--- config.mk ---
export PLATFORM = sky130hd
export DESIGN_NAME = oldland_decode
export DESIGN_NICKNAME = d
export VERILOG_FILES = /design/src/oldland_pkg.sv /design/src/oldland_decode.sv
export SDC_FILE = /design/constraint.sdc
export NUM_CORES = 1
export LEC_CHECK = 0
export BUFFER_PORTS_ARGS = -buffer_cell sky130_fd_sc_hd__buf_2
export CELL_PAD_IN_SITES_DETAIL_PLACEMENT = 1
export CELL_PAD_IN_SITES_GLOBAL_PLACEMENT = 1
export CORE_MARGIN = 1.5
export CORE_UTILIZATION = 30
export CTS_CLUSTER_DIAMETER = 30
export DETAILED_ROUTE_END_ITERATION = 12
export PLACE_DENSITY_LB_ADDON = 0.1
export SLEW_MARGIN = 20
export SYNTH_ARGS = -nofsm -noshare
export SYNTH_HDL_FRONTEND = slang
export SYNTH_SLANG_ARGS = --single-unit
--- constraint.sdc ---
create_clock -name clk -period 2.8 [get_ports clk]
set_input_delay 0.28 -clock clk [delete_from_list [all_inputs] [get_ports clk]]
set_output_delay 0.28 -clock clk [all_outputs]
set_load 0.02 [all_outputs]
--- src/oldland_pkg.sv ---
`default_nettype none

package oldland_pkg;

  // pc held in reset, first fetch goes to pc + 4 = 0
  localparam logic [31:0] reset_addr = 32'hffff_fffc;

  // instruction classes, bits 31..30
  localparam logic [1:0] cls_alu    = 2'b00;
  localparam logic [1:0] cls_branch = 2'b01; // stalls fetch
  localparam logic [1:0] cls_mem    = 2'b10; // stalls fetch
  localparam logic [1:0] cls_misc   = 2'b11;

  // opcodes, unique over all classes
  localparam logic [3:0] op_add  = 4'd0;
  localparam logic [3:0] op_sub  = 4'd1;
  localparam logic [3:0] op_and  = 4'd2;
  localparam logic [3:0] op_or   = 4'd3;
  localparam logic [3:0] op_xor  = 4'd4;
  localparam logic [3:0] op_shl  = 4'd5;
  localparam logic [3:0] op_addi = 4'd6;
  localparam logic [3:0] op_movi = 4'd7; // last alu op
  localparam logic [3:0] op_b    = 4'd8;
  localparam logic [3:0] op_bz   = 4'd9;
  localparam logic [3:0] op_bnz  = 4'd10;
  localparam logic [3:0] op_ldr  = 4'd11;
  localparam logic [3:0] op_str  = 4'd12;
  localparam logic [3:0] op_nop  = 4'd13;
  localparam logic [3:0] op_halt = 4'd14;

  localparam logic [31:0] instr_nop = {cls_misc, op_nop, 26'd0};

  // one instruction word, register or immediate view
  typedef union packed {
    struct packed {
      logic [1:0]  cls;
      logic [3:0]  opcode;
      logic [3:0]  rd;
      logic [3:0]  ra;
      logic [3:0]  rb;
      logic [13:0] unused;
    } reg_fmt;
    struct packed {
      logic [1:0]  cls;
      logic [3:0]  opcode;
      logic [3:0]  rd;
      logic [3:0]  ra;
      logic [1:0]  spare;
      logic [15:0] imm16; // signed
    } imm_fmt;
  } instr_u;

  // shared code/data memory
  localparam int mem_words = 1024;
  localparam int mem_aw    = 10; // word address bits

  // apb register map, bit 12 clear is memory
  localparam logic [12:0] ctrl_addr   = 13'h1000; // bit 0 run
  localparam logic [12:0] status_addr = 13'h1004; // bit 0 stopped

endpackage

`default_nettype wire

--- src/oldland_decode.sv ---
`default_nettype none

module oldland_decode (
  input  logic               clk,
  input  logic               rst_n,
  input  oldland_pkg::instr_u instr,
  input  logic [31:0]        pc_plus_4,
  output logic [3:0]         ra_idx,
  output logic [3:0]         rb_idx,
  input  logic [31:0]        ra_val,
  input  logic [31:0]        rb_val,
  output logic [3:0]         opcode,
  output logic [1:0]         cls,
  output logic [3:0]         rd,
  output logic [31:0]        a_val,
  output logic [31:0]        b_val,
  output logic [31:0]        imm,
  output logic [31:0]        target
);
  import oldland_pkg::*;

  logic        valid;
  logic        is_str;
  logic [31:0] imm_ext;
  logic [3:0]  op;

  assign op      = instr.reg_fmt.opcode;
  assign is_str  = (instr.reg_fmt.cls == cls_mem) && (op == op_str);
  assign imm_ext = {{16{instr.imm_fmt.imm16[15]}}, instr.imm_fmt.imm16};

  assign ra_idx = instr.reg_fmt.ra;
  assign rb_idx = is_str ? instr.reg_fmt.rd : instr.reg_fmt.rb; // str data comes from rd

  // opcode must belong to its class
  always_comb begin
    case (instr.reg_fmt.cls)
      cls_alu:    valid = (op <= op_movi);
      cls_branch: valid = (op == op_b) || (op == op_bz) || (op == op_bnz);
      cls_mem:    valid = (op == op_ldr) || (op == op_str);
      default:    valid = (op == op_nop) || (op == op_halt);
    endcase
  end

  always_ff @(posedge clk) begin
    if (!rst_n || !valid) begin // unknown words run as nop
      cls    <= cls_misc;
      opcode <= op_nop;
    end else begin
      cls    <= instr.reg_fmt.cls;
      opcode <= op;
    end
  end

  always_ff @(posedge clk) begin
    rd     <= instr.reg_fmt.rd;
    a_val  <= ra_val;
    b_val  <= rb_val;
    imm    <= imm_ext;
    target <= pc_plus_4 + {imm_ext[29:0], 2'b00}; // word offset from pc + 4
  end

endmodule

`default_nettype wire

==> impl_metrics.csv <==
group,metric,value,unit
logic_synthesis,synth.top_cell.area_share,0.570,
floorplanning,die_area,0.0150,sq mm
worst_setup_path,path_max_fanout,5,
place,numPortBuffers,267,
timing,worst_slew_pin_slew,0.398,ns
min_path,hold_path_class,"in -> reg",
logic_synthesis,netlist_area,0.00428,sq mm
timing,clock.fmax,0.397,GHz
timing,setup_tns,0,ns
worst_setup_path,worst_setup_path_end_kind,"flip-flop",
global_routing,antenna_found_initial,1,
timing,rsz0062_at_grt,"no",
logic_synthesis,synth_warnings,0,
timing,maxSlewViolCount,0,
power,peakVddDrop,430,uV
logic_synthesis,synth_edf_count,0,
power,power,5.27,mW
logic_synthesis,yosysUniqueCellTypes,47,
cells_and_area,final_common_cell,"buf_2",
place,routabilityCongestion,0.799,
cells_and_area,final_core_util,0.515,
clock_network,clkSlewWorstSetupHoldPaths,0.06,ns
flow_run,maxCapViolCount,0,
timing,hold_viol,0,
min_path,whs_path_depth,2,
worst_setup_path,cp-start-kind,"input port",
logic_synthesis,synthXorXnorAreaFrac,0.0593,
logic_synthesis,ys.flop_type,"dfxtp_1",
place,dp_hpwl,10800,um
outcome,status,"finished, final reports clean",
global_routing,grt_use_total,0.214,
clock_network,cts_tree,"yes",
logic_synthesis,synth_seq_cells,122,
timing,post-route-period-util,0.900,
cells_and_area,drive_gt1_frac,0.427,
floorplanning,core_region_area,0.0139,sq mm
logic_synthesis,syn_nets,540,
drt,vias,4149,
timing,setup_viol,0,
floorplanning,die-height,122,um
logic_synthesis,synth_area_per_cell,11.3,sq um
clock_network,cts_max_level,4,
logic_synthesis,synth_top_family_by_area,"compound AO/OA/AOI/OAI gates",
power,p_leak,3.46,nW
worst_setup_path,worstSetupPathType,"in -> reg",
logic_synthesis,synth.area.top_cells,"dfxtp_1 (57%), ha_1 (8.5%), a21oi_1 (4.2%)",
logic_synthesis,synth.area.mux_share,0.0105,
clock_network,cts-root-buf,"clkbuf_16",
power,power.density,736,mW/mm^2
floorplanning,start_util,0.307,
floorplanning,boundaryPins,276,
drt,drtIter0Drc,129,
drt,viasPerCell,4.50,
logic_synthesis,syn_inst,380,
cells_and_area,nets,890,
clock_network,clk_path_buf_depth,2,
clock_network,cts_buffers,17,
global_routing,grt_pass1_vias,4484,
global_routing,grt_max_degree,18,
logic_synthesis,ys_async_sr_fraction,0,
timing,maxSlewHeadroom,0.733,
logic_synthesis,synthSimpleGateAreaFrac,0.0789,
clock_network,post_cts_buffers,0,
timing,min_period,2.52,ns
logic_synthesis,yosysSeqAreaShare,0.570,
logic_synthesis,synth_top_area_cell,"dfxtp_1",
clock_network,cts_sinks,122,
global_routing,grt_overflow,0,
cells_and_area,final_cell_mix,"buf_2 (267), dfxtp_1 (122), dlygate4sd3_1 (85)",
worst_setup_path,crit_arrival,2.81,ns
logic_synthesis,synth_fa_ha_area_frac,0.0894,
drt,post-route-drc-count,0,
drt,postRouteAntennaNets,0,
floorplanning,dieWidth,122,um
cells_and_area,syn2layout_area_growth,67.4,%
global_routing,grt_pass1_wl,23900,um
logic_synthesis,synth-compound-area-share,0.143,
timing,hold-worst-slack,0.0915,ns
drt,routed_wl,16100,um
drt,routedWlPerCell,17.5,um
floorplanning,row_count,43,
worst_setup_path,cp.required,3.09,ns
drt,firstDrtPassIters,4,
## flip-flops by register name, summed over array words and instances, names as in the netlist
signal	count
b_val	32
rd	4
imm	16
a_val	32
target	32
opcode	4
cls	2
## metal layers
metal / part of all wire / vias to the layer above / GRT usage / wire length [um]
li1: - / 2009 / - / -
met1: 0.38 / 1952 / 0.216 / 6140
met2: 0.53 / 156 / 0.399 / 8510
met3: 0.062 / 32 / 0.0688 / 996
met4: 0.030 / 0 / 0.0938 / 492
met5: 0 / - / 0 / 0
## path summary, 6_finish.rpt
path                          from                 end
worst min-delay path  pc_plus_4[2]   target[2]$_DFF_P_
worst max-delay path      instr[4]  target[31]$_DFF_P_
## cell usage after synthesis, drive strengths merged, types with 2 or more instances
library cell,count
dfxtp,122
a21oi,37
ha,29
buf,20
nand2,20
xnor2,20
o21ai,18
inv,12
nor2,10
a21o,9
nand4,9
xor2,9
nor3,7
nand2b,5
clkbuf,4
mux2,4
o21bai,4
or2,4
a211o,3
a211oi,3
a21boi,3
nand3,3
nor2b,3
o21a,3
a31oi,2
a41oi,2
and2,2
o31ai,2
## power by group
group / internal, mW / switching [mW] / leakage, nW
clock: 1.43 / 0.845 / 0.287
combinational: 0.432 / 0.614 / 2.14
sequential: 1.90 / 0.0459 / 1.03
total: 3.77 / 1.51 / 3.46
## repair_timing
action	4_1_cts	5_1_grt
hold endpoints to repair	85	0
endpoints found under the setup margin	0	1
hold buffers	85	0
resized for setup	0	2
## metrics by stage
| step | cells | worst slack, ns | cell area, sq um |
|---|---|---|---|
| final | 923 | 0.279 | 7170 |
| after detailed placement | 806 | 0.0536 | 5700 |
| after floorplan | 380 | 0.538 | 4280 |
| after global placement | 806 | 0.167 | 5700 |
| after global routing | 922 | 0.0631 | 7170 |
| after CTS | 922 | 0.0996 | 7160 |
## kinds of logic (layout without fill, tap and decap cells)
| logic type | after synthesis | in the layout |
|---|---|---|
| and+or+nand+nor | 67 | 67 |
| buffers and inverters | 36 | 398 |
| other | 0 | 1 |
| muxes | 4 | 4 |
| adders and majority gates | 30 | 30 |
| DFF | 122 | 122 |
| AOI/OAI and AO/OA | 92 | 92 |
| xor gates and xnor gates | 29 | 29 |
## cell type report
type	instances	area, sq um
fill	1579	6770
sequential	122	2440
timing repair buffer	355	2210
multi-input combinational	222	1640
clock buffer	19	443
tap	180	225
clock inverter	12	165
inverter	12	45.0
antenna	1	2.50
## critical path: stages
cell	delay (ns)
dlygate4sd3_1	0.53
buf_2	0.13
ha_1	0.35
nand2_2	0.11
o31ai_4	0.32
a31oi_4	0.17
o31ai_2	0.30
a41o_1	0.30
a41oi_1	0.16
xnor2_1	0.16
(Power assumes the default switching activity.)
