<file path="src/oldland_regfile.sv">
`default_nettype none

module oldland_regfile (
  input  logic        clk,
  input  logic        rst_n,
  input  logic [3:0]  ra_idx,
  input  logic [3:0]  rb_idx,
  output logic [31:0] ra_val,
  output logic [31:0] rb_val,
  input  logic        wr_en,
  input  logic [3:0]  wr_idx,
  input  logic [31:0] wr_data
);

  logic [31:0] regs [16];

  always_ff @(posedge clk) begin
    if (!rst_n) begin
      for (int i = 0; i < 16; i++)
        regs[i] <= 32'd0;
    end else if (wr_en) begin
      regs[wr_idx] <= wr_data;
    end
  end

  // write-through, a same cycle write wins over the stored value
  assign ra_val = (wr_en && wr_idx == ra_idx) ? wr_data : regs[ra_idx];
  assign rb_val = (wr_en && wr_idx == rb_idx) ? wr_data : regs[rb_idx];

endmodule

`default_nettype wire

</file>
<file path="config.mk">
export PLATFORM = sky130hd
export DESIGN_NAME = oldland_regfile
export DESIGN_NICKNAME = d
export VERILOG_FILES = /design/src/oldland_regfile.sv
export SDC_FILE = /design/constraint.sdc
export NUM_CORES = 1
export LEC_CHECK = 0
export ABC_AREA = 1
export BUFFER_PORTS_ARGS = -buffer_cell sky130_fd_sc_hd__buf_2
export CAP_MARGIN = 20
export CORE_MARGIN = 2
export CORE_UTILIZATION = 25
export CTS_CLUSTER_SIZE = 8
export DETAILED_ROUTE_END_ITERATION = 16
export GPL_ROUTABILITY_DRIVEN = 0
export PLACE_DENSITY_LB_ADDON = 0.08
export SLEW_MARGIN = 15
export SYNTH_ARGS = -nofsm -noshare
export SYNTH_HDL_FRONTEND = slang
export SYNTH_SLANG_ARGS = --single-unit
</file>
<file path="constraint.sdc">
create_clock -name clk -period 6.85 [get_ports clk]
set_clock_uncertainty 0.05 [all_clocks]
set_input_delay 0.685 -clock clk [delete_from_list [all_inputs] [get_ports clk]]
set_output_delay 0.685 -clock clk [all_outputs]
set_load 0.05 [all_outputs]
</file>
==> results.toml, run 1 <==
[detailed_routing]
wl_per_cell_um = 27.4
vias_per_cell = 5.07
drt_drc_violations_left = 0
firstDrtPassIters = 5
wirelength_um = 143000
ant_nets = 0
via_count = 26500
drt_iter0_drc = 2663

[logic_synthesis]
synth_edf_count = 512
ys_top_cells_by_area = "edfxtp_1, nand2_1, nand3_1, nor2_1, buf_2"
syn_inst = 3757
ys_ff_latch = 512
synth_top_cell_by_area = "edfxtp_1"
synth_top_cell_area_share_pct = 52.7
ys_types = 21
synthesis.area_um2 = 29200
ys_seq_area_share_pct = 52.7
synth_commonest_cells = "nand2_1, nand3_1, nor2_1, edfxtp_1, buf_2"
yosys.cell_count.top_type = "nand2_1"
syn-num-nets = 3804
synthArstFlopShare_pct = 0
synth_ff_type = "edfxtp_1"
yosysWarnings = 0
post_synth.cell_area_avg_um2 = 7.76

[worst_hold_path]
holdCritPathClass = "primary input to flip-flop"

[clock_network]
numCtsBuffers = 75
post_cts_buffers = 0
clockRootBuffer = "clkbuf_16"
cts.sinks = 512
ctsHoldBuffers = 0
postCtsResizedCells = 0
htree_levels = 3
clk_path_buf_depth = 3
path_clk_slew_ps = 50
cts_tree = "yes"

[setup_path]
crit_required_ps = 6110
cp_slowest_cell = "buf_4"
crit_arrival_ps = 3590
cpMostUsedCell = "nand2_1"
path_class = "primary input to output port"
crit_path_start_kind = "primary input"
cp-end-kind = "output port"
critPathMaxFanout = 99
crit_chain = "buf_8 -> buf_4 -> nand2_1 -> nand3_1 -> nand3_1 -> nand2_1 -> nand2_1 -> nand2_1 -> nand2_1 -> nand2_1 -> buf_2"
worst-path-buf-inv = 3
critPathTopFamily = "buffers and inverters"
max_stage_delay_ps = 930

[cells_and_area]
syn_to_final_growth_pct = 12.0
nets = 3738
multi_input_area_um2 = 12000
reg_top3 = "regs x512"
stdcell_area_um2 = 32700
n_antenna_cell = 0
fillers = 12400
regArea_um2 = 15400
top_register = "regs"
drive_gt1_share_pct = 8.09
largest_reg_flops = 512

[global_routing]
overflow = 0
antenna_found_initial = 1
first_global_vias = 26100
grt_max_degree = 170
grt_pass1_wl_um = 201000
track_usage_pct = 23.5

[sta]
post-route-period-util_pct = 63.1
hold_ws_ps = 619
finalSetupViolCount = 0
grt_setup_unrepaired = "false"
period_minus_slack_ps = 4320
tns_ps = 0
fmax_mhz = 231
tightest_slew_ps = 1130
hold_violations = 0
slew-limit-headroom_pct = 24.6
final_max_slew_viol_count = 0

[die]
core_um2 = 116000
boundaryPins = 111
initial_utilization_pct = 25.2
fp-row-count = 125
die_area_um2 = 119000
die_y_um = 346
die_w_um = 346

[power_and_ir_drop]
leakage_nw = 13.7
p_per_area_nw_per_um2 = 264
ir_drop_uv = 149

[placed_design]
io_buffers = 110
hpwl_um = 68100
placed_area_um2 = 30600

[run_status]
status = "finished, final reports clean"

[job]
cap_violations = 0
path summary, 6_finish.rpt:
check	startpoint	end	cells after the start
worst max-delay path	rb_idx[0]	rb_val[22]	11
worst min-delay path	wr_data[12]	regs[8][12]$_SDFFCE_PN0P_	3
cells by family (layout without fill, tap and decap cells):
logic type	count (synthesis)	in the layout	synth area share [%]
and+or+nand+nor	2861	2861	40.5
DFF	512	512	52.7
buffers and inverters	375	325	6.57
AOI/OAI and AO/OA	9	9	0.197
power by group:
group | internal [W] | switching, W | leakage (nW) | total, W
Sequential | 0.00364 | 0.0000908 | 4.88 | 0.00373
Combinational | 0.000300 | 0.00108 | 7.83 | 0.00138
Clock | 0.00204 | 0.00148 | 0.997 | 0.00351
Total | 0.00597 | 0.00265 | 13.7 | 0.00862
worst min-delay path, delay by kind of cell:
| kind | cells | cell delay (ps) |
|---|---|---|
| and+or+nand+nor | 1 | 160 |
| buffers and inverters | 2 | 330 |
cell type report:
type / count / area share [%]
Inverter: 63 / 0.815
Clock buffer: 90 / 6.18
Tap cell: 1524 / 5.83
Clock inverter: 3 / 0.0536
Multi-Input combinational cell: 2870 / 36.8
Sequential cell: 512 / 47.0
Timing Repair Buffer: 169 / 3.31
routing by layer:
layer | vias up | part of all wire (%) | GRT usage [%]
met4 | 0 | 2.6 | 6.65
met5 | - | 0 | 0
met3 | 189 | 5.6 | 3.09
met2 | 913 | 45 | 37.8
met1 | 13200 | 47 | 33.0
li1 | 12200 | - | -
cell usage in the layout (no fill, tap or decap):
cell type	netlist	layout
a21oi_1	1	1
a21oi_4	0	2
buf_12	0	4
buf_2	163	104
buf_4	37	57
buf_6	22	2
buf_8	0	2
clkbuf_1	69	11
clkbuf_16	0	79
clkinv_1	1	1
clkinv_2	0	1
edfxtp_1	512	512
inv_1	58	53
inv_2	4	4
inv_4	0	2
inv_6	0	3
inv_8	0	2
nand2_1	1534	1502
nand2_2	0	27
nand2_4	0	5
nand3_1	772	772
nand3_4	0	1
nand3b_4	0	1
nand4_1	32	32
nor2_1	517	517
nor3_2	4	4
o21ai_0	1	1
o21ai_1	1	1
o22ai_1	4	4
through the flow:
step                      instances  total power, W  worst slack (ps)  utilization [%]
after floorplan                3757         0.00464              4190                -
after global placement         5137         0.00518              2480             26.4
after detailed placement       5138         0.00517              2540             26.4
after CTS                      5231         0.00870              2530             28.2
after global routing           5231         0.00893              2380             28.2
final                          5231         0.00862              2530             28.2
No activity file was read; power rests on OpenSTA's default activity.
==> run 2, diff against run 1 <==
clock period = 3.9 ns   (was 6.85 ns; I/O delays follow)
==> run 2 against run 1 <==
  * Cell area is 1.4% higher
  * Clock power is 74% higher
  * Largest cell class unchanged
  * Die area did not move
  * First-iteration DRC count decreased by 2.9%
  * Critical path depth did not move
  * Sequential power rose by 76%
  * Critical path type unchanged
  * Setup slack lost 1800 ps
  * Global-route usage down 0.27 points
  * Sequential share of layout area fell by 0.67 points
  * Largest power group unchanged
  * Via count decreased by 0.38%
  * Sequential cell count is the same
==> results.toml, run 2 (synthesis gave the netlist of run 1 again) <==
[cells_and_area]
fin_util_pct = 28.6
multi_input_area_um2 = 12000
top_register = "regs"
final_cell_mix = "nand2_1, nand3_1, nor2_1"
n_antenna_cell = 0
instances_no_fill = 5256
regArea_um2 = 15400
largest_reg_flops = 512
final_common_cell = "nand2_1"
reg_top3 = "regs x512"
stdcell_area_um2 = 33200
nets = 3764
drive_gt1_share_pct = 8.76
syn_to_final_growth_pct = 13.6
fillers = 12400

[setup_path]
path_class = "primary input to output port"
cp-end-kind = "output port"
crit_path_start_kind = "primary input"
crit_arrival_ps = 2700
crit_required_ps = 3460
critPathMaxFanout = 92

[detailed_routing]
drt_iter0_drc = 2585
ant_nets = 0
vias_per_cell = 5.03
via_count = 26400
wl_per_cell_um = 26.7
wirelength_um = 141000
drt_drc_violations_left = 0
firstDrtPassIters = 6

[sta]
hold_violations = 0
hold_ws_ps = 322
grt_setup_unrepaired = "false"
finalSetupViolCount = 0
tns_ps = 0
period_minus_slack_ps = 3140
tightest_slew_ps = 958
slew-limit-headroom_pct = 36.1
final_max_slew_viol_count = 0
post-route-period-util_pct = 80.5
fmax_mhz = 319

[global_routing]
overflow = 0
track_usage_pct = 23.3
grt_max_degree = 129
antenna_found_initial = 7
grt_pass1_wl_um = 199000
first_global_vias = 26200

[die]
die_y_um = 346
initial_utilization_pct = 25.2
die_area_um2 = 119000
die_w_um = 346
boundaryPins = 111
fp-row-count = 125
core_um2 = 116000

[power_and_ir_drop]
p_per_area_nw_per_um2 = 456
swShare_pct = 30.6
internal_power_w = 0.0105
switching_power_w = 0.00464
p_comb_share_pct = 16.3
leakage_nw = 13.9
pwr-share-seq_pct = 43.3
ir_drop_uv = 312
p_clk_share_pct = 40.4

[clock_network]
post_cts_buffers = 0
path_clk_slew_ps = 50
htree_levels = 3
cts_tree = "yes"
ctsHoldBuffers = 0
clockRootBuffer = "clkbuf_16"
clk_path_buf_depth = 3
cts.sinks = 512
postCtsResizedCells = 0
numCtsBuffers = 75

[worst_hold_path]
min_delay_path_depth = 3
hold_end = "regs[13][13]$_SDFFCE_PN0P_"
hold_path_startpoint = "wr_data[13]"
holdCritPathClass = "primary input to flip-flop"

[run_status]
status = "finished, final reports clean"

[placed_design]
place_inst = 5164
placed_area_um2 = 31100
hpwl_um = 71000
io_buffers = 110

[job]
cap_violations = 0
-- run 2: cell count changes in the layout (fill, tap and decap cells not counted), moves of 2 or more --
cell / before / now
buf_12: 4 / 26
clkbuf_1: 11 / 8
clkbuf_16: 79 / 76
inv_6: 3 / 5
buf_4: 57 / 62
-- run 2: power groups by stage --
stage	Combinational [W]	Sequential, W	Clock [W]
global route	0.00267	0.00658	0.00644
global placement	0.00249	0.00665	0
finish	0.00247	0.00655	0.00612
CTS	0.00248	0.00654	0.00627
floorplan	0.00155	0.00661	0
detailed placement	0.00248	0.00665	0
-- run 2: final cells by class --
class,count,share of cell area (%)
clock buffers,84,5.83
clock inverters,8,0.302
inverters,63,0.804
multi-input cells,2870,36.3
flip-flops and latches,512,46.4
well taps,1524,5.75
repair buffers,195,4.69
-- run 2: stage by stage --
step / total power, W / worst slack [ps]
global placement: 0.00915 / 817
detailed placement: 0.00913 / 871
finish: 0.0151 / 762
CTS: 0.0153 / 866
global route: 0.0157 / 693
floorplan: 0.00816 / 1530
-- run 2: how the worst max path moves through the flow --
stage | start | end | slack [ps] | depth (start not counted)
global placement | rb_idx[1] | rb_val[25] | 820 | 11
floorplan | rst_n | regs[12][0]$_SDFFCE_PN0P_ | 1530 | 6
detailed placement | rb_idx[1] | rb_val[25] | 870 | 11
finish | rb_idx[0] | rb_val[25] | 760 | 11
global route | rb_idx[0] | rb_val[25] | 690 | 11
CTS | rb_idx[1] | rb_val[25] | 870 | 11
-- run 2: layer usage --
layer	track usage, %	up-vias	wire length (um)
li1	-	12300	-
met1	32.0	13000	64100
met2	37.4	914	64300
met3	3.53	222	7650
met4	7.26	2	4440
met5	0	-	13
-- run 2: critical path: stages --
cell and delay [ps]:
buf_8 150, inv_8 590, nand2_1 110, nand3_1 260
nand3_1 290, nand2_1 210, nand2_1 70, nand2_1 120
nand2_1 90, nand2_1 80, buf_2 260
