`src/oldland_pkg.sv`:
```
`default_nettype none

package oldland_pkg;

  // pc held in reset, first fetch goes to pc + 4 = 0
  localparam logic [31:0] reset_addr = 32'hffff_fffc;

  // instruction classes, bits 31..30
  localparam logic [1:0] cls_alu    = 2'b00;
  localparam logic [1:0] cls_branch = 2'b01; // stalls fetch
  localparam logic [1:0] cls_mem    = 2'b10; // stalls fetch
  localparam logic [1:0] cls_misc   = 2'b11;

  // opcodes, unique over all classes
  localparam logic [3:0] op_add  = 4'd0;
  localparam logic [3:0] op_sub  = 4'd1;
  localparam logic [3:0] op_and  = 4'd2;
  localparam logic [3:0] op_or   = 4'd3;
  localparam logic [3:0] op_xor  = 4'd4;
  localparam logic [3:0] op_shl  = 4'd5;
  localparam logic [3:0] op_addi = 4'd6;
  localparam logic [3:0] op_movi = 4'd7; // last alu op
  localparam logic [3:0] op_b    = 4'd8;
  localparam logic [3:0] op_bz   = 4'd9;
  localparam logic [3:0] op_bnz  = 4'd10;
  localparam logic [3:0] op_ldr  = 4'd11;
  localparam logic [3:0] op_str  = 4'd12;
  localparam logic [3:0] op_nop  = 4'd13;
  localparam logic [3:0] op_halt = 4'd14;

  localparam logic [31:0] instr_nop = {cls_misc, op_nop, 26'd0};

  // one instruction word, register or immediate view
  typedef union packed {
    struct packed {
      logic [1:0]  cls;
      logic [3:0]  opcode;
      logic [3:0]  rd;
      logic [3:0]  ra;
      logic [3:0]  rb;
      logic [13:0] unused;
    } reg_fmt;
    struct packed {
      logic [1:0]  cls;
      logic [3:0]  opcode;
      logic [3:0]  rd;
      logic [3:0]  ra;
      logic [1:0]  spare;
      logic [15:0] imm16; // signed
    } imm_fmt;
  } instr_u;

  // shared code/data memory
  localparam int mem_words = 1024;
  localparam int mem_aw    = 10; // word address bits

  // apb register map, bit 12 clear is memory
  localparam logic [12:0] ctrl_addr   = 13'h1000; // bit 0 run
  localparam logic [12:0] status_addr = 13'h1004; // bit 0 stopped

endpackage

`default_nettype wire

```
`src/oldland_fetch.sv`:
```
`default_nettype none

module oldland_fetch (
  input  logic        clk,
  input  logic        rst_n,
  input  logic        stall_clear,
  input  logic [31:0] branch_pc,
  input  logic        branch_taken,
  input  logic        run,
  output logic [31:0] pc_plus_4,
  output logic [31:0] instr,
  output logic [31:0] fetch_addr,
  input  logic [31:0] fetch_data,
  output logic        stopped
);
  import oldland_pkg::*;

  logic [31:0] pc;       // address of the word in fetch_data
  logic [31:0] next_pc;
  logic        stalled;
  logic        stalling;
  instr_u      cur;      // instruction handed to decode

  assign pc_plus_4 = pc + 32'd4; // also the link for pc relative targets
  assign next_pc   = branch_taken ? branch_pc : pc_plus_4;

  // nops while waiting on execute or while paused
  assign cur   = (stalled || stopped) ? instr_u'(instr_nop) : instr_u'(fetch_data);
  assign instr = cur;

  // branch (01) and load/store (10) hold fetch until execute clears
  assign stalling = ((^cur.reg_fmt.cls) || stalled) && !stall_clear;

  // refetch the same word while held
  assign fetch_addr = (stalling || !run) ? pc : next_pc;

  always_ff @(posedge clk) begin
    if (!rst_n)
      pc <= reset_addr;
    else if (!stalling && run) // also steps on the resume cycle
      pc <= next_pc;
  end

  always_ff @(posedge clk) begin
    if (!rst_n) begin
      stalled <= 1'b0;
      stopped <= 1'b0;
    end else begin
      if (stalling)
        stalled <= 1'b1;
      else if (stall_clear)
        stalled <= 1'b0;

      // never stop in the middle of a stall, a branch would be lost
      if (!run && !stalling)
        stopped <= 1'b1;
      if (run)
        stopped <= 1'b0;
    end
  end

endmodule

`default_nettype wire

```
`config.mk`:
```
export PLATFORM = sky130hd
export DESIGN_NAME = oldland_fetch
export DESIGN_NICKNAME = d
export VERILOG_FILES = /design/src/oldland_pkg.sv /design/src/oldland_fetch.sv
export SDC_FILE = /design/constraint.sdc
export NUM_CORES = 1
export LEC_CHECK = 0
export BUFFER_PORTS_ARGS = -buffer_cell sky130_fd_sc_hd__clkbuf_2
export CAP_MARGIN = 40
export CORE_MARGIN = 10
export CORE_UTILIZATION = 45
export DETAILED_ROUTE_END_ITERATION = 16
export PLACE_DENSITY = 0.94
export SKIP_CTS_REPAIR_TIMING = 1
export SLEW_MARGIN = 20
export SYNTH_ARGS = -nofsm -noshare
export SYNTH_HDL_FRONTEND = slang
export SYNTH_SLANG_ARGS = --single-unit
```
`constraint.sdc`:
```
create_clock -name clk -period 6.5 [get_ports clk]
set_input_delay 0.325 -clock clk [delete_from_list [all_inputs] [get_ports clk]]
set_output_delay 0.325 -clock clk [all_outputs]
set_load 0.01 [all_outputs]
```
==> reports/qor.yml, run 1 <==
avgSynthCellArea_um2: 7.42
path_buf_inv: 1
finalHoldViolCount: 0
leakage_nw: 1.78
synth_cell_types: 62
hold_path.class: "input port to flip-flop"
drv_cap: 0
crit_chain: "ha_1 > nand3_1 > or4_4 > or4_4 > nor2_1 > xor2_1 > clkbuf_2"
tightest_slew_ns: 0.706
drcViolationCount: 0
rsz0062_at_grt: "no"
final_max_slew_viol_count: 0
cts_tree: "built"
crit_fanout: 6
irDropWorstVdd_mv: 0.124
finalPower_uw: 821
die_h_um: 100
fillers: 599
synth_warnings: 0
num_antenna_cells: 0
start_util: 0.459
synth_seq_area_share: 0.235
min_period_over_period: 0.478
wl_per_cell_um: 18.2
final_cell_area_um2: 3780
cp_common_cell: "or4_4"
power.internal_uw: 474
synth_cells: 391
timing.final.ws_setup_ns: 3.39
clockBufferDepth: 2
synth_fp_nets: 461
setup-tns-final_ns: 0
yosys.cell_count.top_type: "dfxtp_1"
yosysTopAreaCellShare: 0.235
synth_common_cells: "dfxtp_1, and2_1, o21ai_0"
critPathMaxStageDelay_ns: 0.59
swShare: 0.423
htree_levels: 2
arrival_ns: 2.78
startpoint_type: "flip-flop"
die-area_um2: 10100
avgViaCountPerCell: 5.80
vias: 3542
dpl_worst_slack_ns: 3.73
synth_top_area_cell: "dfxtp_1"
wl_um: 11100
grt_use_total: 0.209
seq_area_um2: 681
skew_ns: 0.00560
switching_power_uw: 348
crit_family: "simple AND/OR/NAND/NOR gates"
p_clk_frac: 0.206
grt_max_degree: 73
synthFlopType: "dfxtp_1"
worst_slew_margin_rel: 0.530
core_area_um2: 6310
synth-edff-count: 0
synthTopCellsByArea: "dfxtp_1, and2_1, o21ai_0, xnor2_1, xor2_1"
insertion_delay_ns: 0.29
fmax_ghz: 0.322
drtAntennaViolNets: 0
drt_iter0_drc: 281
slowest_stage: "or4_4"
fin_crit_ns: 3.11
drive_gt1_frac: 0.358
postPlaceCellArea_um2: 3690
globalRoute.totalOverflow: 0
ys_seq_elements: 34
whs_ns: 0.279
power.density_nw_per_um2: 217
critPathKind: "flip-flop to output pin"
numPortBuffers: 165
syn_to_final_growth_pct: 30.2
multi_input_area_um2: 2010
pin_count: 166
end_kind: "output pin"
drt-pass1-iter-count: 5
grt_pass1_vias: 3484
fin_nets: 603
p_seq_frac: 0.314
dpl.hpwl_um: 8630
netlist_area_um2: 2900
die_w_um: 100
path_clk_slew_ns: 0.07
rows: 29
combPwrFrac: 0.481
critPathRequiredTime_ns: 6.17
numCtsBuffers: 5
cts-root-buf: "clkbuf_8"
antenna_found_initial: 0
routabilityCongestion: 0.857
setup_viol: 0
status: "complete, no violations"
ys_async_sr_fraction: 0
grt_pass1_wl_um: 17600
cts.sinks: 34
==> sequential cells by signal (all words and copies together) (netlist names) <==
signal,flops
pc,32
stalled,1
stopped,1
==> power by group through the flow <==
stage	clock network, mW	logic (mW)	registers, mW
5_1_grt	0.179	0.432	0.261
2_1_floorplan	0	0.257	0.247
6_report	0.169	0.395	0.257
3_5_place_dp	0	0.393	0.261
4_1_cts	0.168	0.395	0.257
3_3_place_gp	0	0.383	0.260
==> metrics by stage <==
step                      utilization  std cells
after CTS                       0.598        611
after global routing            0.598        611
after global placement          0.579        600
final                           0.598        611
after floorplan                     -        391
after detailed placement        0.584        603
==> cells in the final DEF (no fill, tap or decap), types with 13 or more instances in the layout <==
cell      Yosys  final
nor2_1       27     27
xor2_1       13     13
xnor2_1      16     16
dfxtp_1      34     34
clkbuf_2      1    165
o21ai_0      30     30
nand3_1      22     22
nand2_1      27     27
nor3_1       17     17
and2_1       31     31
==> routing by layer <==
layer	wire length (um)	GRT usage	up-vias
met5	0	0	-
met3	884	0.0515	18
li1	-	-	1704
met2	5430	0.349	158
met4	224	0.0587	0
met1	4610	0.258	1662
==> area by class of cell <==
type | instances | share of cell area
clock inverters | 1 | 0.00132
flip-flops and latches | 34 | 0.180
clock buffers | 7 | 0.0229
multi-input cells | 315 | 0.533
well taps | 77 | 0.0255
inverters | 7 | 0.00696
repair buffers | 170 | 0.230
==> logic make-up after synthesis <==
family	share of synthesized area
buf+inv	0.0768
compound gates	0.220
xor+xnor	0.0876
fa+ha+maj	0.00431
simple gates	0.352
flops	0.235
mux	0.0250
==> path summary, 6_finish.rpt <==
kind | startpoint | endpoint | slack, ns | cells after the start
setup / recovery | pc[2] | pc_plus_4[30] | 3.39 | 7
hold / removal | run | stopped | 0.28 | 2
setup reg to reg | pc[2] | pc[30] | 3.97 | 6
hold reg to reg | pc[14] | pc[14] | 0.59 | 2
Note: power is estimated with default switching activity, not from simulation.
==> run 2, diff against run 1 <==
clock period = 3.1 ns   (was 6.5 ns; I/O delays follow)
==> run 2 against run 1 <==
Compared with the run above: final area grew 0.96%; largest cell class unchanged; wire length grew 0.24%; sequential cell count is the same.
==> reports/qor.yml, run 2 (synthesized netlist as in run 1, its figures left out) <==
drtAntennaViolNets: 0
antenna_found_initial: 0
min_period_over_period: 0.946
grt_use_total: 0.207
slowest_stage: "or4_4"
setup-tns-final_ns: 0
r2r_slack_ns: 0.61
core_area_um2: 6310
startpoint_type: "flip-flop"
die_w_um: 100
fmax_ghz: 0.341
critPathMaxStageDelay_ns: 0.63
wl_met1_um: 4560
hold_path_depth: 2
insertion_delay_ns: 0.30
numCtsBuffers: 5
critPathKind: "flip-flop to output pin"
drt-pass1-iter-count: 5
globalRoute.totalOverflow: 0
grt_pass1_vias: 3280
arrival_ns: 2.78
die_h_um: 100
drv_cap: 0
clockBufferDepth: 2
end_kind: "output pin"
fin_crit_ns: 2.93
pin_count: 166
irDropWorstVdd_mv: 0.256
die-area_um2: 10100
crit_chain: "nand3_1 > or4_4 > or4_4 > nor2_1 > xor2_1 > clkbuf_2"
dpl.hpwl_um: 8720
routed.top_layer: "met4"
top_regs: "pc: 32 flops, stalled: 1 flops, stopped: 1 flops"
fin_nets: 606
critPathRequiredTime_ns: 2.94
drive_gt1_frac: 0.367
wl_per_cell_um: 18.2
skew_ns: 0.00829
r2r_cells: 5
finalHoldViolCount: 0
tightest_slew_ns: 0.687
drcViolationCount: 0
cts_tree: "built"
cts-root-buf: "clkbuf_8"
wl_um: 11200
crit_fanout: 11
numPortBuffers: 165
final_max_slew_viol_count: 0
mostFrequentLayoutCell: "clkbuf_2"
avgViaCountPerCell: 5.73
cts.sinks: 34
start_util: 0.459
status: "complete, no violations"
drt_iter0_drc: 336
rows: 29
top_register: "pc"
timing.final.ws_setup_ns: 0.168
layout_common_cells: "clkbuf_2, dfxtp_1, and2_1"
syn_to_final_growth_pct: 31.5
leakage_nw: 1.79
utilization: 0.604
largest_reg_flops: 32
routabilityCongestion: 0.896
grt_max_degree: 72
worst_slew_margin_rel: 0.542
grt_pass1_wl_um: 17100
num_antenna_cells: 0
setup_viol: 0
rsz0062_at_grt: "no"
dpl_worst_slack_ns: 0.504
htree_levels: 2
power.density_nw_per_um2: 457
hold_path.class: "input port to flip-flop"
met2WireLength_um: 5440
wl_met3_um: 938
path_clk_slew_ns: 0.08
cp_common_cell: "or4_4"
vias: 3521
fillers: 580
-- run 2: cell count changes in the layout (fill, tap and decap cells not counted), sizes merged --
cell	before	now
buf	5	8
clkinvlp	0	1
clkbuf	172	171
-- run 2: final timing paths --
kind	end	startpoint
max	pc_plus_4[30]	pc[6]
min	stopped	run
max reg2reg	pc[30]	pc[6]
min reg2reg	pc[14]	pc[14]
-- run 2: final cells by class --
| class | instances | area [um2] | share of cell area |
|---|---|---|---|
| clock buffer | 6 | 82.6 | 0.0217 |
| clock inverter | 2 | 12.5 | 0.00328 |
| inverter | 7 | 26.3 | 0.00689 |
| multi-input combinational | 315 | 2030 | 0.531 |
| sequential | 34 | 681 | 0.178 |
| tap | 77 | 96.3 | 0.0253 |
| timing repair buffer | 173 | 890 | 0.233 |
-- run 2: worst max-delay path, delay by kind of cell, from the launching register on --
| family | cells | cell delay, ns |
|---|---|---|
| XOR/XNOR | 1 | 0.15 |
| buffers and inverters | 1 | 0.15 |
| flip-flops | 1 | 0.46 |
| AND/OR/NAND/NOR | 4 | 1.71 |
-- run 2: where the power goes --
group / total [mW] / leakage, nW / internal (mW) / switching (mW)
combinational: 0.842 / 1.46 / 0.348 / 0.494
clock: 0.361 / 0.0472 / 0.179 / 0.182
sequential: 0.541 / 0.281 / 0.474 / 0.0671
total: 1.74 / 1.79 / 1.00 / 0.743
-- run 2: per-stage QoR --
| step | instances | power (mW) | instance area (um2) | hold slack [ns] |
|---|---|---|---|---|
| finish | 614 | 1.74 | 3810 | 0.0799 |
| global route | 614 | 1.85 | 3810 | 0.0876 |
| CTS | 613 | 1.73 | 3790 | 0.0808 |
| detailed placement | 605 | 1.38 | 3700 | 0.396 |
| global placement | 604 | 1.36 | 3690 | 0.392 |
| floorplan | 391 | 1.06 | 2900 | 0.234 |
-- run 2: per-layer routing --
| metal | track usage | vias up |
|---|---|---|
| li1 | - | 1719 |
| met1 | 0.253 | 1595 |
| met2 | 0.343 | 180 |
| met3 | 0.0611 | 27 |
| met4 | 0.0576 | 0 |
| met5 | 0 | - |
