<file path="src/oldland_pkg.sv">
`default_nettype none

package oldland_pkg;

  // pc held in reset, first fetch goes to pc + 4 = 0
  localparam logic [31:0] reset_addr = 32'hffff_fffc;

  // instruction classes, bits 31..30
  localparam logic [1:0] cls_alu    = 2'b00;
  localparam logic [1:0] cls_branch = 2'b01; // stalls fetch
  localparam logic [1:0] cls_mem    = 2'b10; // stalls fetch
  localparam logic [1:0] cls_misc   = 2'b11;

  // opcodes, unique over all classes
  localparam logic [3:0] op_add  = 4'd0;
  localparam logic [3:0] op_sub  = 4'd1;
  localparam logic [3:0] op_and  = 4'd2;
  localparam logic [3:0] op_or   = 4'd3;
  localparam logic [3:0] op_xor  = 4'd4;
  localparam logic [3:0] op_shl  = 4'd5;
  localparam logic [3:0] op_addi = 4'd6;
  localparam logic [3:0] op_movi = 4'd7; // last alu op
  localparam logic [3:0] op_b    = 4'd8;
  localparam logic [3:0] op_bz   = 4'd9;
  localparam logic [3:0] op_bnz  = 4'd10;
  localparam logic [3:0] op_ldr  = 4'd11;
  localparam logic [3:0] op_str  = 4'd12;
  localparam logic [3:0] op_nop  = 4'd13;
  localparam logic [3:0] op_halt = 4'd14;

  localparam logic [31:0] instr_nop = {cls_misc, op_nop, 26'd0};

  // one instruction word, register or immediate view
  typedef union packed {
    struct packed {
      logic [1:0]  cls;
      logic [3:0]  opcode;
      logic [3:0]  rd;
      logic [3:0]  ra;
      logic [3:0]  rb;
      logic [13:0] unused;
    } reg_fmt;
    struct packed {
      logic [1:0]  cls;
      logic [3:0]  opcode;
      logic [3:0]  rd;
      logic [3:0]  ra;
      logic [1:0]  spare;
      logic [15:0] imm16; // signed
    } imm_fmt;
  } instr_u;

  // shared code/data memory
  localparam int mem_words = 1024;
  localparam int mem_aw    = 10; // word address bits

  // apb register map, bit 12 clear is memory
  localparam logic [12:0] ctrl_addr   = 13'h1000; // bit 0 run
  localparam logic [12:0] status_addr = 13'h1004; // bit 0 stopped

endpackage

`default_nettype wire

</file>
<file path="src/oldland_exec.sv">
`default_nettype none

module oldland_exec (
  input  logic        clk,
  input  logic        rst_n,
  input  logic [3:0]  opcode,
  input  logic [1:0]  cls,
  input  logic [3:0]  rd,
  input  logic [31:0] a_val,
  input  logic [31:0] b_val,
  input  logic [31:0] imm,
  input  logic [31:0] target,
  output logic        wr_en,
  output logic [3:0]  wr_idx,
  output logic [31:0] wr_data,
  output logic        branch_taken,
  output logic [31:0] branch_pc,
  output logic        stall_clear,
  output logic        halt,
  output logic [31:0] d_addr,
  output logic [31:0] d_wdata,
  output logic        d_we,
  output logic        d_re,
  input  logic [31:0] d_rdata
);
  import oldland_pkg::*;

  logic [31:0] alu_res;
  logic        is_br, is_ld, is_st, take;
  logic        ld_pend; // load wait state, data arrives this cycle
  logic [3:0]  ld_rd;
  logic        br_pend; // branch resolved last cycle

  always_comb begin
    case (opcode)
      op_add:  alu_res = a_val + b_val; // wraps
      op_sub:  alu_res = a_val - b_val;
      op_and:  alu_res = a_val & b_val;
      op_or:   alu_res = a_val | b_val;
      op_xor:  alu_res = a_val ^ b_val;
      op_shl:  alu_res = a_val << b_val[4:0];
      op_addi: alu_res = a_val + imm;
      default: alu_res = imm; // movi
    endcase
  end

  assign is_br = (cls == cls_branch);
  assign is_ld = (cls == cls_mem) && (opcode == op_ldr);
  assign is_st = (cls == cls_mem) && (opcode == op_str);
  assign take  = (opcode == op_b) || ((opcode == op_bz) == (a_val == 32'd0));

  // data port driven in the execute cycle
  assign d_addr  = a_val + imm;
  assign d_wdata = b_val; // rd value for str
  assign d_we    = is_st;
  assign d_re    = is_ld;

  // alu results write back at once, loads one cycle later
  assign wr_en   = (cls == cls_alu) || ld_pend;
  assign wr_idx  = ld_pend ? ld_rd : rd;
  assign wr_data = ld_pend ? d_rdata : alu_res;

  assign halt        = (cls == cls_misc) && (opcode == op_halt);
  assign stall_clear = is_st || ld_pend || br_pend; // never overlap

  always_ff @(posedge clk) begin
    if (!rst_n) begin
      ld_pend      <= 1'b0;
      br_pend      <= 1'b0;
      branch_taken <= 1'b0;
    end else begin
      ld_pend      <= is_ld;
      br_pend      <= is_br;
      branch_taken <= is_br && take; // same cycle as its stall_clear
    end
  end

  always_ff @(posedge clk) begin
    ld_rd     <= rd;
    branch_pc <= target;
  end

endmodule

`default_nettype wire

</file>
<file path="config.mk">
export PLATFORM = sky130hd
export DESIGN_NAME = oldland_exec
export DESIGN_NICKNAME = d
export VERILOG_FILES = /design/src/oldland_pkg.sv /design/src/oldland_exec.sv
export SDC_FILE = /design/constraint.sdc
export NUM_CORES = 1
export LEC_CHECK = 0
export BUFFER_PORTS_ARGS = -buffer_cell sky130_fd_sc_hd__buf_2
export CAP_MARGIN = 20
export CORE_UTILIZATION = 35
export CTS_CLUSTER_SIZE = 14
export DETAILED_ROUTE_END_ITERATION = 8
export PLACE_DENSITY = 0.66
export SLEW_MARGIN = 10
export SYNTH_ARGS = -nofsm -noshare
export SYNTH_HDL_FRONTEND = slang
export SYNTH_SLANG_ARGS = --single-unit
export TNS_END_PERCENT = 20
</file>
<file path="constraint.sdc">
create_clock -name clk -period 16.55 [get_ports clk]
set_clock_uncertainty 0.2 [all_clocks]
set_input_delay 1.655 -clock clk [delete_from_list [all_inputs] [get_ports clk]]
set_output_delay 1.655 -clock clk [all_outputs]
set_load 0.02 [all_outputs]
</file>
==> results of run 1 <==
[registers in the layout, indices dropped and copies added, names as in the netlist]
| register | cells |
|---|---|
| branch_taken | 1 |
| ld_rd | 4 |
| branch_pc | 32 |
| br_pend | 1 |
| ld_pend | 1 |
[Yosys cell counts, types with 6 or more instances]
library cell and n:
nor2_1 135, a21oi_1 131, ha_1 128, nand2_1 118, inv_1 82, o21ai_0 74, clkbuf_1 67, xnor2_1 59
dfxtp_1 39, a21o_1 33, buf_4 32, mux2i_1 30, a221oi_1 28, o211ai_1 28, a211oi_1 23, mux2_2 22
xor2_1 22, nand3_1 21, nor3_1 20, nand2b_1 18, nand4_1 17, mux4_2 15, nor4_1 15, o31ai_1 15
o21ai_1 12, a31oi_1 9, a22oi_1 8, o2111ai_1 8, o21bai_1 8, nor2b_1 7, o21a_1 7, o22ai_1 6
or3_1 6
[cell usage in the layout (no fill, tap or decap), types with 5 or more instances in the layout]
cell | Yosys | layout
o21bai_1 | 8 | 8
mux2i_1 | 30 | 30
mux4_2 | 15 | 15
a221oi_1 | 28 | 28
a22oi_1 | 8 | 8
a21o_1 | 33 | 33
nand4_1 | 17 | 17
o22ai_1 | 6 | 6
ha_1 | 128 | 128
nand2_1 | 118 | 118
a211oi_1 | 23 | 23
o21ai_0 | 74 | 74
xor2_1 | 22 | 22
o21a_1 | 7 | 7
nor3_1 | 20 | 17
nand2b_1 | 18 | 18
or3_1 | 6 | 6
a21oi_1 | 131 | 131
o31ai_1 | 15 | 15
nor4_1 | 15 | 15
o41ai_1 | 5 | 5
buf_2 | 2 | 309
clkbuf_16 | 0 | 5
and3_1 | 5 | 5
dfxtp_1 | 39 | 38
nand3_1 | 21 | 21
buf_4 | 32 | 13
o21ai_1 | 12 | 12
xnor2_1 | 59 | 59
nor2_1 | 135 | 134
o211ai_1 | 28 | 28
nor2b_1 | 7 | 7
a31oi_1 | 9 | 8
inv_1 | 82 | 82
o2111ai_1 | 8 | 8
mux2_2 | 22 | 22
[worst paths after layout]
kind / slack (ns) / cells past startpoint / to / startpoint
hold / removal: 1.26 / 1 / branch_pc[1] / target[1]
setup / recovery: 8.04 / 19 / wr_data[29] / b_val[2]
[layout make-up]
type / instances / area share, %
clock inverter: 2 / 0.111
inverter: 84 / 2.81
timing repair buffer: 322 / 14.6
tap: 335 / 3.73
multi-input combinational: 1104 / 70.6
antenna: 1 / 0.0223
clock buffer: 6 / 1.15
sequential: 39 / 6.97
[metrics by stage]
step / setup slack, ns / hold WS (ns)
finish: 8.04 / 1.26
global route: 7.74 / 1.25
CTS: 8.14 / 1.26
detailed placement: 8.15 / 1.56
global placement: 8.18 / 1.56
floorplan: 8.72 / 1.48
[per-layer routing]
| metal | up-vias | part of all wire, % |
|---|---|---|
| met5 | - | 0 |
| met3 | 116 | 6.8 |
| li1 | 5319 | - |
| met2 | 597 | 46 |
| met4 | 0 | 4.8 |
| met1 | 5385 | 42 |
[power breakdown]
| group | total [uW] | internal (uW) | leakage, uW | switching [uW] |
|---|---|---|---|---|
| Combinational | 426 | 151 | 0.00492 | 275 |
| Sequential | 99.9 | 98.8 | 0.000329 | 1.06 |
| Clock | 93.1 | 55.5 | 0.0000669 | 37.5 |
[kinds of logic (layout without fill, tap and decap cells)]
| family | count (synthesis) | in the layout | share of synthesized area [%] |
|---|---|---|---|
| and+or+nand+nor | 383 | 383 | 18.5 |
| AOI/OAI and AO/OA | 442 | 442 | 30.3 |
| xor gates and xnor gates | 81 | 81 | 7.47 |
| muxes | 68 | 68 | 9.44 |
| DFF | 39 | 39 | 8.22 |
| buffers and inverters | 190 | 414 | 8.80 |
| other | 0 | 1 | 0 |
| adders and majority gates | 130 | 130 | 17.3 |
[worst max-delay path, cell delays in order]
cell and delay [ns]:
buf_2 0.09, buf_4 0.26, inv_1 0.68, nand2_1 0.27, nor4_1 0.26, buf_4 0.19, nand4_1 0.21, o31ai_1 0.30
xnor2_1 0.22, ha_1 0.38, a2111oi_0 0.40, o21ai_0 0.14, nand2_1 0.12, o21a_1 0.18, a21boi_1 0.12, or4_1 0.54
a32o_1 0.26, a31o_1 0.18, buf_2 0.15
==> results.tsv, run 1 <==
metric	value	unit
post-route minimum period	8.51	ns
Net Count, Synth	1635	
Setup crit start kind	input port	
Overall Global Routing Usage	29.7	%
top post-synthesis cells by area	ha_1 17%, dfxtp_1 8.2%, a21oi_1 6.9%	
area growth from synthesis to layout	18.2	%
Post-Layout Cell Count	1893	
HPWL after DPL	34.2	mm
maximum VDD drop	0.0454	mV
placed inst area	0.0111	mm^2
met2 Use GR	50.3	%
Worst-path clk slew	0.06	ns
Site Rows	59	
grt total ovfl	0	
first-pass GRT wire length	64.1	mm
worst min path class	in -> reg	
element type at the critical path end	output port	
CP required	14.69	ns
Die Wd	167	um
vias per std cell	6.03	
initial antenna violation count	1	
DRT Pass-1 Iters	5	
drt total wl	42.6	mm
Final setup viols	0	
Hold Fails Final Rpt	0	
worst slew pin tran	0.946	ns
most area-hungry cell type in the Yosys netlist	ha_1	
sequential share of the synthesized area	8.22	%
Max clock buf depth	2	
Initial DRC Count	1006	
CP Class	in -> out	
Cells after Synth	1333	
Total Power	619	uW
max-slew violations	0	
CTS sink count	39	
wire per inst	22.5	um
clk root buf	clkbuf_16	
hold buffer count at cts	0	
#FFs+latches synth	39	
Fill cells	2810	
Nets	1858	
status	complete, no violations	
period utilization	51.4	%
Cell Count Post-Placement	1884	
met1 GRT Util	38.0	%
Async S/R FF share, synth	0	%
synthesized area	0.00950	mm^2
Syn Area/Cell	7.13	um^2
area fraction of the dominant cell type after synthesis	16.9	%
unrepaired setup endpoints after global routing	false	
# IOs	310	
Initial Util	36.1	%
maximum clock frequency	0.118	GHz
PwrDens	55.1	mW/mm^2
core area	0.0264	mm^2
Post-CTS Setup Inserts	0	
Placer Congestion	1.00	
Die Height	167	um
max-cap viol count	0	
multi-input combinational cell area	0.00792	mm^2
arrival time worst endpoint	6.65	ns
CTS Buf Count	5	
Post-CTS Resized	0	
DRC viols	0	
CP max FO	41	
Finished Cell Area	0.0112	mm^2
Rel. slew slack	36.5	%
Lkg Pwr	0.00532	uW
ANT nets after route	0	
Register Area	782	um^2
Yosys cell types	73	
Vias	11400	
Post-synth EDFFs	0	
CTS tree	done	
port buffer count	309	
top_reg_cell synth	dfxtp_1	
H-tree depth	2	
share of cells above drive strength 1	24.5	%
Core Util, Final	42.6	%
busiest grt layer	met2	
Syn. warnings	0	
vias in the first global route	10700	
setup_tns	0	ns
global-route met3 utilization	3.35	%
die area	0.0278	mm^2
largest net degree at the start of global routing	70	
Power figures use the tool's default switching activity.
==> run 2, diff against run 1 <==
clock period = 8.3 ns   (was 16.55 ns; I/O delays follow)
==> run 2 against run 1 <==
Against the previous run: sequential share of layout area about the same; power rose by 100%; sequential power rose by 99%; die area is the same; cell area grew 0.20%; clock power up 110%.
==> results.tsv, run 2 (synthesized netlist as in run 1, its figures left out) <==
metric	value	unit
Critical-path top delay cell	or4_1	
Die Wd	167	um
CTS tree	done	
drt total wl	43.1	mm
Hold Fails Final Rpt	0	
Hold Path Depth	1	
Largest register FFs	32	
DRT Pass-1 Iters	6	
max-cap viol count	0	
CP required	7.27	ns
Lkg Pwr	0.00534	uW
post-route minimum period	6.37	ns
CP max FO	35	
Initial DRC Count	1243	
CP peak stage delay	0.53	ns
# IOs	310	
endpoint of the worst hold path	branch_pc[28]	
Setup crit start kind	input port	
wire per inst	22.7	um
Site Rows	59	
period utilization	76.8	%
hold buffer count at cts	0	
Placer Congestion	1.01	
H-tree depth	2	
ANT nets after route	0	
Worst path top cell family by delay	compound AO/OA/AOI/OAI gates	
grt total ovfl	0	
CTS sink count	39	
vias per std cell	6.03	
unrepaired setup endpoints after global routing	false	
Total Power	1240	uW
Die Height	167	um
PwrDens	111	mW/mm^2
core area	0.0264	mm^2
Rel. slew slack	27.5	%
status	complete, no violations	
first-pass GRT wire length	64.4	mm
crit path cell chain	buf_2, buf_4, nor3_1, nand4_1, o41ai_1, xnor2_1, ha_1, a21o_1, a2111oi_0, o21ai_0, nand2_1, o21a_1, a21boi_1, or4_1, a32o_1, a31o_1, buf_2	
Cell Count Post-Placement	1888	
arrival time worst endpoint	5.34	ns
largest net degree at the start of global routing	70	
setup_tns	0	ns
HPWL after DPL	34.6	mm
Worst-path clk slew	0.06	ns
Post-Layout Cell Count	1896	
element type at the critical path end	output port	
WP buf/inv	3	
# diodes	0	
maximum clock frequency	0.157	GHz
Most common cell on crit path	buf_2	
initial antenna violation count	0	
CTS Buf Count	5	
commonest non-fill, non-tap cell in the layout	buf_2	
Min-Delay Startpoint	target[28]	
clk root buf	clkbuf_16	
die area	0.0278	mm^2
area growth from synthesis to layout	18.4	%
share of cells above drive strength 1	24.7	%
Max clock buf depth	2	
worst slew pin tran	1.08	ns
max-slew violations	0	
DRC viols	0	
Post-CTS Resized	0	
Overall Global Routing Usage	29.9	%
vias in the first global route	10600	
maximum VDD drop	0.102	mV
CP Class	in -> out	
Final setup viols	0	
Post-CTS Setup Inserts	0	
worst min path class	in -> reg	
most frequent cells in the layout	309 x buf_2, 134 x nor2_1, 131 x a21oi_1	
Core Util, Final	42.7	%
port buffer count	309	
Nets	1862	
Largest Register	branch_pc	
Initial Util	36.1	%
Vias	11400	
biggest registers after layout	branch_pc: 32 flops, ld_rd: 4 flops	
-- run 2: cell types whose count changed in the layout (fill, tap and decap cells not counted) --
| cell | change |
|---|---|
| buf_4 | +4 |
| diode_2 | -1 |
| nor2_2 | +1 |
| nor2_4 | -1 |
-- run 2: per-layer routing --
layer	vias to the layer above	track usage, %	wire length, um
li1	5335	-	-
met1	5394	38.9	18400
met2	573	48.8	19700
met3	125	3.92	2820
met4	0	14.3	2230
met5	-	0	0
-- run 2: where the power goes --
group | switching, uW | leakage (uW) | internal, uW
Clock | 81.3 | 0.0000669 | 111
Sequential | 1.98 | 0.000329 | 197
Combinational | 550 | 0.00494 | 302
Total | 634 | 0.00534 | 610
-- run 2: how the worst max path moves through the flow --
stage / from / endpoint / slack, ns / depth (start not counted)
global placement: b_val[0] / wr_data[29] / 2.08 / 19
detailed placement: b_val[1] / wr_data[29] / 2.06 / 17
finish: b_val[1] / wr_data[29] / 1.93 / 17
floorplan: b_val[0] / wr_data[29] / 2.12 / 19
CTS: b_val[1] / wr_data[29] / 2.01 / 17
global route: b_val[0] / wr_data[31] / 1.60 / 20
-- run 2: final cells by class --
type,instances,area [um^2]
flip-flops and latches,39,782
fillers,2749,15100
multi-input cells,1104,7920
repair buffers,326,1670
clock buffers,6,129
inverters,84,315
well taps,335,419
clock inverters,2,12.5
-- run 2: metrics by stage --
step / hold slack, ns / area, um^2 / setup slack, ns
finish: 0.437 / 11200 / 1.93
global route: 0.427 / 11200 / 1.60
CTS: 0.433 / 11200 / 2.01
detailed placement: 0.734 / 11100 / 2.06
global placement: 0.733 / 11100 / 2.08
floorplan: 0.658 / 9500 / 2.12
